<file path="config.mk">
export PLATFORM = sky130hd
export DESIGN_NAME = rvExecTop
export DESIGN_NICKNAME = d
export VERILOG_FILES = /design/src/hdl/rvExecPkg.sv /design/src/hdl/stageLink.sv /design/src/hdl/rvExecTop.sv /design/src/hdl/resultSender.sv /design/src/hdl/executeStage.sv /design/src/hdl/operandStage.sv /design/src/hdl/instrIntake.sv
export VERILOG_INCLUDE_DIRS = /design/src /design/src/include
export SDC_FILE = /design/constraint.sdc
export NUM_CORES = 2
export LEC_CHECK = 0
export BUFFER_PORTS_ARGS = -buffer_cell sky130_fd_sc_hd__buf_2
export CORE_MARGIN = 2
export CORE_UTILIZATION = 45
export CTS_CLUSTER_DIAMETER = 100
export CTS_CLUSTER_SIZE = 40
export DETAILED_ROUTE_END_ITERATION = 10
export PLACE_DENSITY_LB_ADDON = 0.08
export SETUP_SLACK_MARGIN = 0.2
export SLEW_MARGIN = 20
export SYNTH_ARGS = -nofsm -noshare
export SYNTH_HDL_FRONTEND = slang
export SYNTH_SLANG_ARGS = --single-unit
</file>
<file path="constraint.sdc">
create_clock -name clk -period 9.8 [get_ports clk]
set_input_delay 1.47 -clock clk [delete_from_list [all_inputs] [get_ports clk]]
set_output_delay 1.47 -clock clk [all_outputs]
set_load 0.02 [all_outputs]
</file>
<file path="src/include/aluCompute.svh">
//********************
// needs aluOpT and xLen from rvExecPkg in scope
// shifts use only the low five bits of b
//********************
`ifndef ALU_COMPUTE_SVH
`define ALU_COMPUTE_SVH

// all ten ALU operations of the integer subset
function automatic logic [xLen-1:0] aluCompute(
	input aluOpT aluOp,
	input logic [xLen-1:0] a,
	input logic [xLen-1:0] b
);
	logic [4:0] shamt;
	logic [xLen-1:0] y;
	shamt = b[4:0];
	case (aluOp)
		ALU_ADD:  y = a + b;
		ALU_SUB:  y = a - b;
		ALU_SLL:  y = a << shamt;
		// set-less-than gives 0 or 1 in bit zero
		ALU_SLT:  y = {{(xLen-1){1'b0}}, ($signed(a) < $signed(b))};
		ALU_SLTU: y = {{(xLen-1){1'b0}}, (a < b)};
		ALU_XOR:  y = a ^ b;
		ALU_SRL:  y = a >> shamt;
		// arithmetic shift keeps the sign bit
		ALU_SRA:  y = $signed(a) >>> shamt;
		ALU_OR:   y = a | b;
		ALU_AND:  y = a & b;
		default:  y = '0;
	endcase
	return y;
endfunction

`endif
</file>
<file path="src/hdl/rvExecPkg.sv">
//********************
// RV32I integer subset only, no loads, stores, branches or jumps
// between operand and execute the result field carries the rs1 value
//********************
package rvExecPkg;
	// data and register width
	localparam int xLen = 32;

	// major opcodes the slice accepts
	typedef enum logic [6:0] {
		OP     = 7'b0110011,
		OP_IMM = 7'b0010011,
		LUI    = 7'b0110111,
		AUIPC  = 7'b0010111
	} opcodeT;

	// encoded as {funct7[5], funct3}
	typedef enum logic [3:0] {
		ALU_ADD  = 4'b0000,
		ALU_SLL  = 4'b0001,
		ALU_SLT  = 4'b0010,
		ALU_SLTU = 4'b0011,
		ALU_XOR  = 4'b0100,
		ALU_SRL  = 4'b0101,
		ALU_OR   = 4'b0110,
		ALU_AND  = 4'b0111,
		ALU_SUB  = 4'b1000,
		ALU_SRA  = 4'b1101
	} aluOpT;

	// op kind codes
	localparam logic [1:0] KIND_ALU     = 2'd0;
	localparam logic [1:0] KIND_LUI     = 2'd1;
	localparam logic [1:0] KIND_AUIPC   = 2'd2;
	localparam logic [1:0] KIND_ILLEGAL = 2'd3;

	// R-type field view
	typedef struct packed {
		logic [6:0] funct7;
		logic [4:0] rs2;
		logic [4:0] rs1;
		logic [2:0] funct3;
		logic [4:0] rd;
		logic [6:0] opcode;
	} rTypeT;

	// I-type field view
	typedef struct packed {
		logic [11:0] imm;
		logic [4:0]  rs1;
		logic [2:0]  funct3;
		logic [4:0]  rd;
		logic [6:0]  opcode;
	} iTypeT;

	// one instruction word, decoded both ways by the intake
	typedef union packed {
		logic [31:0] word;
		rTypeT       r;
		iTypeT       i;
	} instrWordT;

	// op record passed between stages
	// imm holds the second ALU operand once the operand stage has run
	typedef struct packed {
		logic [4:0]      rd;
		logic [4:0]      rs1;
		logic [4:0]      rs2;
		logic            useImm;
		logic [xLen-1:0] imm;
		logic [xLen-1:0] pc;
		aluOpT           aluOp;
		logic [1:0]      kind;
		logic [xLen-1:0] result;
	} stageOpT;
endpackage

</file>
<file path="src/hdl/stageLink.sv">
//********************
// valid/ready link between stages
// valid and op hold steady until ready is seen
//********************
`timescale 1ns/1ps

interface stageLink import rvExecPkg::*; ();
	// sender has an op on offer
	logic valid;
	// receiver can take it this edge
	logic ready;
	// the op itself
	stageOpT op;

	// driving side
	modport sender (
		output valid,
		output op,
		input  ready
	);

	// taking side
	modport receiver (
		input  valid,
		input  op,
		output ready
	);
endinterface

</file>
<file path="src/hdl/rvExecTop.sv">
//********************
// RV32I integer slice, four-phase ports on both sides
// regCount of 16 gives an RV32E register file
//********************
`timescale 1ns/1ps

module rvExecTop #(
	parameter int regCount = 32
) (
	input logic clk,
	input logic reset,
	input logic inRequest,
	input logic [31:0] inInstr,
	input logic [31:0] inPc,
	output logic inAck,
	output logic outRequest,
	input logic outAck,
	output logic [4:0] outRd,
	output logic [31:0] outResult,
	output logic outIllegal
);
	// stage to stage links
	stageLink intakeLink();
	stageLink operandLink();
	stageLink executeLink();

	// write-back port
	logic wbEnable;
	logic [4:0] wbRd;
	logic [31:0] wbData;
	// bypass from the op in execute
	logic exValid;
	logic [4:0] exRd;
	logic [31:0] exResult;

	instrIntake uIntake (
		.clk(clk),
		.reset(reset),
		.inRequest(inRequest),
		.inInstr(inInstr),
		.inPc(inPc),
		.inAck(inAck),
		.toOperand(intakeLink.sender)
	);

	operandStage #(.regCount(regCount)) uOperand (
		.clk(clk),
		.reset(reset),
		.fromIntake(intakeLink.receiver),
		.toExecute(operandLink.sender),
		.wbEnable(wbEnable),
		.wbRd(wbRd),
		.wbData(wbData),
		.exValid(exValid),
		.exRd(exRd),
		.exResult(exResult)
	);

	executeStage uExecute (
		.clk(clk),
		.reset(reset),
		.fromOperand(operandLink.receiver),
		.toSender(executeLink.sender),
		.wbEnable(wbEnable),
		.wbRd(wbRd),
		.wbData(wbData),
		.exValid(exValid),
		.exRd(exRd),
		.exResult(exResult)
	);

	resultSender uSender (
		.clk(clk),
		.reset(reset),
		.fromExecute(executeLink.receiver),
		.outRequest(outRequest),
		.outAck(outAck),
		.outRd(outRd),
		.outResult(outResult),
		.outIllegal(outIllegal)
	);
endmodule

</file>
<file path="src/hdl/resultSender.sv">
//********************
// four-phase sender, one op at a time
// next op taken only after ack is seen low
//********************
`timescale 1ns/1ps

module resultSender import rvExecPkg::*; (
	input logic clk,
	input logic reset,
	stageLink.receiver fromExecute,
	output logic outRequest,
	input logic outAck,
	output logic [4:0] outRd,
	output logic [xLen-1:0] outResult,
	output logic outIllegal
);
	logic busy;
	logic take;
	logic [4:0] heldRd;
	logic [xLen-1:0] heldResult;
	logic heldIllegal;

	// busy covers the whole req/ack cycle
	assign fromExecute.ready = !busy;
	assign take = fromExecute.valid && !busy;

	always_ff @(posedge clk) begin
		if (reset) begin
			busy <= 1'b0;
			outRequest <= 1'b0;
		end else if (take) begin
			busy <= 1'b1;
			outRequest <= 1'b1;
		end else if (outRequest && outAck) begin
			// ack seen, drop req
			outRequest <= 1'b0;
		end else if (busy && !outRequest && !outAck) begin
			// ack back low, handshake done
			busy <= 1'b0;
		end
	end

	// reported op, stable while req is high
	always_ff @(posedge clk) begin
		if (take) begin
			heldRd <= fromExecute.op.rd;
			heldResult <= fromExecute.op.result;
			heldIllegal <= fromExecute.op.kind == KIND_ILLEGAL;
		end
	end

	assign outRd = heldRd;
	assign outResult = heldResult;
	assign outIllegal = heldIllegal;
endmodule

</file>
<file path="src/hdl/executeStage.sv">
//********************
// one op held in execute, result offered a cycle after accept
// write-back happens when the sender takes the op
//********************
`timescale 1ns/1ps

module executeStage import rvExecPkg::*; (
	input logic clk,
	input logic reset,
	stageLink.receiver fromOperand,
	stageLink.sender toSender,
	output logic wbEnable,
	output logic [4:0] wbRd,
	output logic [xLen-1:0] wbData,
	output logic exValid,
	output logic [4:0] exRd,
	output logic [xLen-1:0] exResult
);
	`include "aluCompute.svh"

	logic held;
	stageOpT exOp;
	logic [xLen-1:0] aluOut;
	logic [xLen-1:0] result;
	logic writes;

	// operands were placed in result and imm by the operand stage
	assign aluOut = aluCompute(exOp.aluOp, exOp.result, exOp.imm);

	// result per kind, illegal ops give zero
	always_comb begin
		case (exOp.kind)
			KIND_ALU:   result = aluOut;
			KIND_LUI:   result = exOp.imm;
			KIND_AUIPC: result = exOp.pc + exOp.imm;
			default:    result = '0;
		endcase
	end

	assign fromOperand.ready = !held || toSender.ready;

	always_ff @(posedge clk) begin
		if (reset) begin
			held <= 1'b0;
		end else if (fromOperand.ready) begin
			held <= fromOperand.valid;
		end
	end

	always_ff @(posedge clk) begin
		if (fromOperand.valid && fromOperand.ready) begin
			exOp <= fromOperand.op;
		end
	end

	always_comb begin
		toSender.op = exOp;
		toSender.op.result = result;
	end
	assign toSender.valid = held;

	// illegal ops never touch the file
	assign writes = exOp.kind != KIND_ILLEGAL;

	assign wbEnable = held && toSender.ready && writes && (exOp.rd != 5'd0);
	assign wbRd = exOp.rd;
	assign wbData = result;

	// bypass source for the operand stage
	assign exValid = held && writes;
	assign exRd = exOp.rd;
	assign exResult = result;
endmodule

</file>
<file path="src/hdl/operandStage.sv">
//********************
// register file with one write port, x0 always reads zero
// with regCount of 16 the upper register numbers alias
//********************
`timescale 1ns/1ps

module operandStage import rvExecPkg::*; #(
	parameter int regCount = 32
) (
	input logic clk,
	input logic reset,
	stageLink.receiver fromIntake,
	stageLink.sender toExecute,
	input logic wbEnable,
	input logic [4:0] wbRd,
	input logic [xLen-1:0] wbData,
	input logic exValid,
	input logic [4:0] exRd,
	input logic [xLen-1:0] exResult
);
	localparam int idxW = $clog2(regCount);

	logic [xLen-1:0] regFile [regCount];
	logic opValid;
	stageOpT opReg;
	logic [xLen-1:0] fileA;
	logic [xLen-1:0] fileB;
	logic [xLen-1:0] srcA;
	logic [xLen-1:0] srcB;
	logic bypassA;
	logic bypassB;

	// write on the edge the execute op leaves for the sender
	always_ff @(posedge clk) begin
		if (wbEnable) begin
			regFile[wbRd[idxW-1:0]] <= wbData;
		end
	end

	// file reads, register zero forced to zero
	assign fileA = (opReg.rs1 == 5'd0) ? '0 : regFile[opReg.rs1[idxW-1:0]];
	assign fileB = (opReg.rs2 == 5'd0) ? '0 : regFile[opReg.rs2[idxW-1:0]];

	// the op in execute is not written back yet, forward its result
	assign bypassA = exValid && (exRd != 5'd0) && (exRd == opReg.rs1);
	assign bypassB = exValid && (exRd != 5'd0) && (exRd == opReg.rs2);
	assign srcA = bypassA ? exResult : fileA;
	assign srcB = bypassB ? exResult : fileB;

	// take a new op when empty or when the held one moves on
	assign fromIntake.ready = !opValid || toExecute.ready;

	always_ff @(posedge clk) begin
		if (reset) begin
			opValid <= 1'b0;
		end else if (fromIntake.ready) begin
			opValid <= fromIntake.valid;
		end
	end

	// payload, no reset
	always_ff @(posedge clk) begin
		if (fromIntake.valid && fromIntake.ready) begin
			opReg <= fromIntake.op;
		end
	end

	// fold operands into the record
	// rs1 value rides in result, rs2 value replaces imm for R-type
	always_comb begin
		toExecute.op = opReg;
		toExecute.op.result = srcA;
		if (!opReg.useImm) begin
			toExecute.op.imm = srcB;
		end
	end

	assign toExecute.valid = opValid;
endmodule

</file>
<file path="src/hdl/instrIntake.sv">
//********************
// four-phase receiver, one op slot
// ack is withheld while the slot cannot take a new op
//********************
`timescale 1ns/1ps

module instrIntake import rvExecPkg::*; (
	input logic clk,
	input logic reset,
	input logic inRequest,
	input instrWordT inInstr,
	input logic [31:0] inPc,
	output logic inAck,
	stageLink.sender toOperand
);
	logic slotValid;
	stageOpT slotOp;
	stageOpT decoded;
	logic slotFree;
	logic capture;
	logic opAlt;
	logic immAlt;

	// slot is free when empty or being taken this edge
	assign slotFree = !slotValid || toOperand.ready;
	// new request only while ack is still low
	assign capture = inRequest && !inAck && slotFree;

	// funct7 bit 5 selects SUB and SRA, ignored elsewhere
	assign opAlt = inInstr.r.funct7[5] &&
		((inInstr.r.funct3 == 3'b000) || (inInstr.r.funct3 == 3'b101));
	// immediate bit 10 marks SRAI, there is no SUBI
	assign immAlt = inInstr.i.imm[10] && (inInstr.i.funct3 == 3'b101);

	// decode, defaults describe an illegal op
	always_comb begin
		decoded = '0;
		decoded.rd = inInstr.r.rd;
		decoded.rs1 = inInstr.r.rs1;
		decoded.rs2 = inInstr.r.rs2;
		decoded.pc = inPc;
		// sign-extended I-type immediate
		decoded.imm = {{(xLen-12){inInstr.i.imm[11]}}, inInstr.i.imm};
		decoded.useImm = 1'b1;
		decoded.aluOp = ALU_ADD;
		decoded.kind = KIND_ILLEGAL;
		case (inInstr.r.opcode)
			OP: begin
				decoded.kind = KIND_ALU;
				decoded.useImm = 1'b0;
				decoded.aluOp = aluOpT'({opAlt, inInstr.r.funct3});
			end
			OP_IMM: begin
				decoded.kind = KIND_ALU;
				decoded.aluOp = aluOpT'({immAlt, inInstr.i.funct3});
			end
			LUI: begin
				decoded.kind = KIND_LUI;
				decoded.imm = {inInstr.word[31:12], 12'b0};
			end
			AUIPC: begin
				decoded.kind = KIND_AUIPC;
				decoded.imm = {inInstr.word[31:12], 12'b0};
			end
			default: begin
				decoded.kind = KIND_ILLEGAL;
			end
		endcase
	end

	// four-phase state and slot occupancy
	always_ff @(posedge clk) begin
		if (reset) begin
			inAck <= 1'b0;
			slotValid <= 1'b0;
		end else begin
			// ack rises after capture, falls once req is seen low
			if (capture) begin
				inAck <= 1'b1;
			end else if (!inRequest) begin
				inAck <= 1'b0;
			end
			if (capture) begin
				slotValid <= 1'b1;
			end else if (toOperand.ready) begin
				slotValid <= 1'b0;
			end
		end
	end

	// payload, no reset
	always_ff @(posedge clk) begin
		if (capture) begin
			slotOp <= decoded;
		end
	end

	assign toOperand.valid = slotValid;
	assign toOperand.op = slotOp;
endmodule

</file>
Yosys cells after proc, flatten, opt, wreduce, memory -nomap -nowiden --
Memory sizes are Yosys's and may differ from the RTL's. A register that Yosys moved wholly into a read port is not among the register bits. Index checks and enable logic that the tools add are counted.
Word-level totals: output and inout bits 40, register bits after elaboration 323, word-level logic and storage cells 129, memories kept 1, memory bits (writable) 1024
Memory list:
- uOperand.regFile | words 32, bits a word 32, rd ports 2, clocked after memory_dff 2, write ports 1, RTL line operandStage.sv:23 | logic [xLen-1:0] regFile [regCount];
Cells by class: add/sub/neg operators 3, equality and inequality tests 22, shift-type cells 3, muxes and demuxes 24, reduce and logical (&&, ||, !) cells 39, bitwise operators 3, $lt $le $gt $ge 2
Operators by type and width (count):
- $pmux W32 S10 | 1
- $mux W32 | 5
- $pmux W32 S3 | 1
- $add A32 B32 Y32 | 2
- $lt A32 B32 Y1 | 2
- $and A32 B32 Y32 | 1
- $or A32 B32 Y32 | 1
- $shl A32 B5 Y32 | 1
- $shr A32 B5 Y32 | 1
- $sshr A32 B5 Y32 | 1
- $sub A32 B32 Y32 | 1
- $xor A32 B32 Y32 | 1
- $mux W31 | 1
- $eq A4 B3 Y1 const B | 4
- $logic_and A1 B1 Y1 | 16
- $eq A7 B5 Y1 const B | 2
- $eq A7 B6 Y1 const B | 2
- $mux W1 | 12
- $eq A5 B5 Y1 | 2
- $logic_not A5 Y1 | 2
- $mux W5 | 2
- $eq A4 B2 Y1 const B | 2
- $eq A4 B4 Y1 const B | 2
- $pmux W4 S2 | 1
- other kinds (16) | 30

Depth between registers and ports, before layout --
depth after elaboration 6, gate-level depth with buffers 15, mapped depth without buffers 12

By module --
Synthesis repeated with hierarchy kept, for this count alone.
Unflattened totals: cell total of the unflattened synthesis 4693, area, all modules 71358.4 sq um
Modules (own cells, without submodules):
- operandStage | cells an instance 2691, area each 51757.1 sq um, instances 1
- executeStage | cells an instance 1778, area each 15103.2 sq um, instances 1
- instrIntake | cells an instance 176, area each 3269.4 sq um, instances 1
- resultSender | cells an instance 48, area each 1228.7 sq um, instances 1

Least setup slack after synthesis --
OpenSTA, ideal clock, no wires.
path type reg2reg, start reg uSender.busy, end reg uExecute.exOp[0] (netlist name), enable pin, setup slack 0.951 ns, data arrival time 8.113 ns, buffers on the path 0, period minus slack after synthesis 8.849 ns, stages on the path, launching flop included 2, cells stage by stage dfxtp_1 -> a21boi_0
On the way: word-level cells in the longest chain between the ends 3
RTL lines:
- start, declared | RTL line resultSender.sv:17 | logic busy;
- start signal, assigned | RTL line resultSender.sv:29 | busy <= 1'b0;
- start signal, assigned | RTL line resultSender.sv:32 | busy <= 1'b1;
- start signal, assigned | RTL line resultSender.sv:39 | busy <= 1'b0;
- $logic_not A1 Y1 | RTL line resultSender.sv:24 | assign fromExecute.ready = !busy;
- $logic_or A1 B1 Y1 | RTL line executeStage.sv:40 | assign fromOperand.ready = !held || toSender.ready;
- $logic_and A1 B1 Y1 | RTL line executeStage.sv:51 | if (fromOperand.valid && fromOperand.ready) begin
- end signal, assigned | RTL line executeStage.sv:52 | exOp <= fromOperand.op;
- end, declared | RTL line executeStage.sv:22 | stageOpT exOp;
Every way passes these cells. A chain may end at the register's enable or synchronous reset.

Worst setup path in the final report --
start reg uExecute.exOp (netlist bit uExecute.toSender.op[73]), end mem uOperand.regFile[13][25], data pin
On the way: word-level cells in the longest chain between the ends 3, elaborated cells on any way between the ends 8, classes of those cells 3 x add/sub; 3 x shift; 2 x mux
RTL lines:
- $sub A32 B32 Y32 (tied with other cells) | RTL line aluCompute.svh:19 | ALU_SUB: y = a - b;
- $pmux W32 S10 | RTL line aluCompute.svh:17 | case (aluOp)
- $pmux W32 S3 * | RTL line executeStage.sv:32 | case (exOp.kind)
- via exResult[25] | RTL line rvExecTop.sv:34 | logic [31:0] exResult;
- end, declared | RTL line operandStage.sv:23
The timed path passes the listed nets; every way through them passes the cells marked *.

==> reports/qor.csv <==
metric,value,unit
drtIter0Drc,5629,
ys_warn_count,0,
synthArstFlopShare,0,%
synth_area_per_cell,16.7,um2
final_common_cell,edfxtp_1,
dr.pass1.iters,8,
cts_sinks,1357,
final.period_utilization,58.8,%
cp_cell_sequence,buf_4 > clkinv_1 > ha_1 > o211ai_1 > o21bai_1 > o211ai_1 > a311oi_1 > or4_1 > and3_1 > a31oi_1 > a221oi_1 > inv_1,
fmax,0.174,GHz
initial_core_util,45.2,%
viasPerCell,6.80,
cts.clk_slew.worst_paths,0.15,ns
endpoint_kind,register,
final_util,48.6,%
final_cells,6247,
antenna_found_initial,13,
area_growth,7.64,%
cp.depth,12,
place_congestion,0.982,
path_class,reg -> reg,
hpwl,150000,um
crit_required,10.09,ns
path_delay_family,compound AO/OA/AOI/OAI gates,
max-slew-margin-rel,24.2,%
die-area,0.157,mm2
routed_wl,238000,um
synthCells,4140,
critPathArrivalTime,6.05,ns
layout_common_cells,"edfxtp_1 (1341), mux4_2 (705), nor2_1 (185), nand2_1 (158), a21oi_1 (156)",
finalClockSkew,0.0748,ns
synth_area,0.0693,mm2
peakVddDrop,0.000143,V
hold-path-cell-count,0,
rsz0062_at_grt,no,
fp-row-count,144,
startpoint_type,register,
cp_common_cell,o211ai_1,
core,0.154,mm2
fin_crit,5.76,ns
cp_num_buf_inv,3,
synth.distinct_cells,93,
tritoncts.num_buffers,48,
grt_pass1_vias,41500,
cts_resized,0,
cts_tree,done,
drive_gt1_share,26.6,%
drc,0,
cp_slowest_cell,a221oi_1,
drv_cap,0,
p_leak,24.2,nW
setup_tns,0,ns
r2r_cells,12,
nets,4363,
synthFlopType,edfxtp_1,
dieHeight,396,um
die_w,396,um
cp_max_fo,45,
h-tree-depth,2,
wl_per_cell,38.1,um
synth_seq_area_share,58.6,%
cts_max_path_buffers,3,
dp_cells,6155,
synth_edf_count,1341,
power.density,148,mW/mm2
num_vias,42500,
p_total,0.0110,W
hold_viol,0,
slowest_delay,0.85,ns
clk_latency,0.74,ns
grt_usage,30.0,%
grt.overflow.total,0,
worst_pin_slew,1.14,ns
grt_pass1_wl,330000,um
status,finished clean,
final-setup-viol-count,0,
holdBufCountCts,0,
slew_violations,0,
port_buffers,107,
drtAntennaViolNets,0,
ioPinCount,108,
grt_max_degree,134,
ys_ff_latch,1357,
hp-class,reg -> reg,
root_buffer,clkbuf_16,
cts_setup_buffers,0,
==> area by class of cell <==
class	count	area, um2
clock buffer	63	1310
clock inverter	26	478
fill	13100	78900
sequential	1357	40600
inverter	145	547
tap	2044	2560
multi-input combinational	2379	27500
antenna	1	2.50
timing repair buffer	232	1560
==> per-stage QoR <==
step	cell area (um2)	setup WS, ns	hold slack [ns]
after floorplan	69400	0.951	0.400
after global placement	72800	4.24	0.401
after detailed placement	72800	4.17	0.405
after CTS	74600	4.17	0.420
after global routing	74600	3.85	0.418
final	74600	4.04	0.426
==> synth_stat cells (all sizes together), types with 31 or more instances <==
master     n  area share (%)
o21ai    137            0.99
o211ai    31            0.34
edfxtp  1341              58
nor2b     34            0.31
nand3     38            0.27
nor3      48            0.35
inv      143            0.77
nand2    158            0.86
mux4     705              23
a21o      46            0.50
a21oi    158             1.1
nor2     218             1.2
buf      104            0.65
ha       129             2.3
a22oi     32            0.35
clkbuf   186             1.0
xnor2     38            0.48
mux2i    122             1.8
==> final timing paths <==
path	startpoint	endpoint	slack, ns
setup reg to reg	uExecute.toSender.op[73]$_DFFE_PP_	uOperand.regFile[13][25]$_DFFE_PP_	4.04
hold / removal	uIntake.toOperand.op[98]$_DFFE_PP_	uOperand.opReg[98]$_DFFE_PP_	0.43
setup / recovery	uExecute.toSender.op[73]$_DFFE_PP_	uOperand.regFile[13][25]$_DFFE_PP_	4.04
hold reg to reg	uIntake.toOperand.op[98]$_DFFE_PP_	uOperand.opReg[98]$_DFFE_PP_	0.43
==> sequential cells by signal, summed over array words and instances (netlist names), 5 cells and up, named ones only <==
name and count:
uExecute.exOp 32, uExecute.exRd 5, uExecute.toSender.op 70, uIntake.toOperand.op 86, uOperand.opReg 32, uOperand.regFile 1024
uOperand.toExecute.op 54, uSender.outRd 5, uSender.outResult 32
==> cells by family (layout without fill, tap and decap cells) <==
logic type               count (synthesis)  after routing  share of synthesized area (%)
AO/OA/AOI/OAI                          691            691                           6.72
multiplexers                           840            840                           24.9
buffers and inverters                  435            466                           2.45
XOR/XNOR                                52             52                          0.657
flip-flops                            1357           1357                           58.6
adder cells (fa/ha/maj)                132            132                           2.42
AND/OR/NAND/NOR                        632            632                           4.31
other                                    1             33                        0.00541
==> power breakdown <==
group / total, W / internal, W / leakage [nW] / switching, W
logic: 0.00141 / 0.000595 / 10.9 / 0.000816
registers: 0.00657 / 0.00646 / 12.5 / 0.000109
clock network: 0.00305 / 0.00112 / 0.843 / 0.00194
==> metal layers <==
| metal | share of wire (%) | global-route usage (%) | vias to the layer above |
|---|---|---|---|
| li1 | - | - | 17200 |
| met1 | 42 | 43.9 | 22900 |
| met2 | 46 | 46.5 | 2059 |
| met3 | 7.9 | 4.57 | 343 |
| met4 | 3.6 | 9.51 | 12 |
| met5 | 0.034 | 0 | - |
No activity file was read; power rests on OpenSTA's default activity.
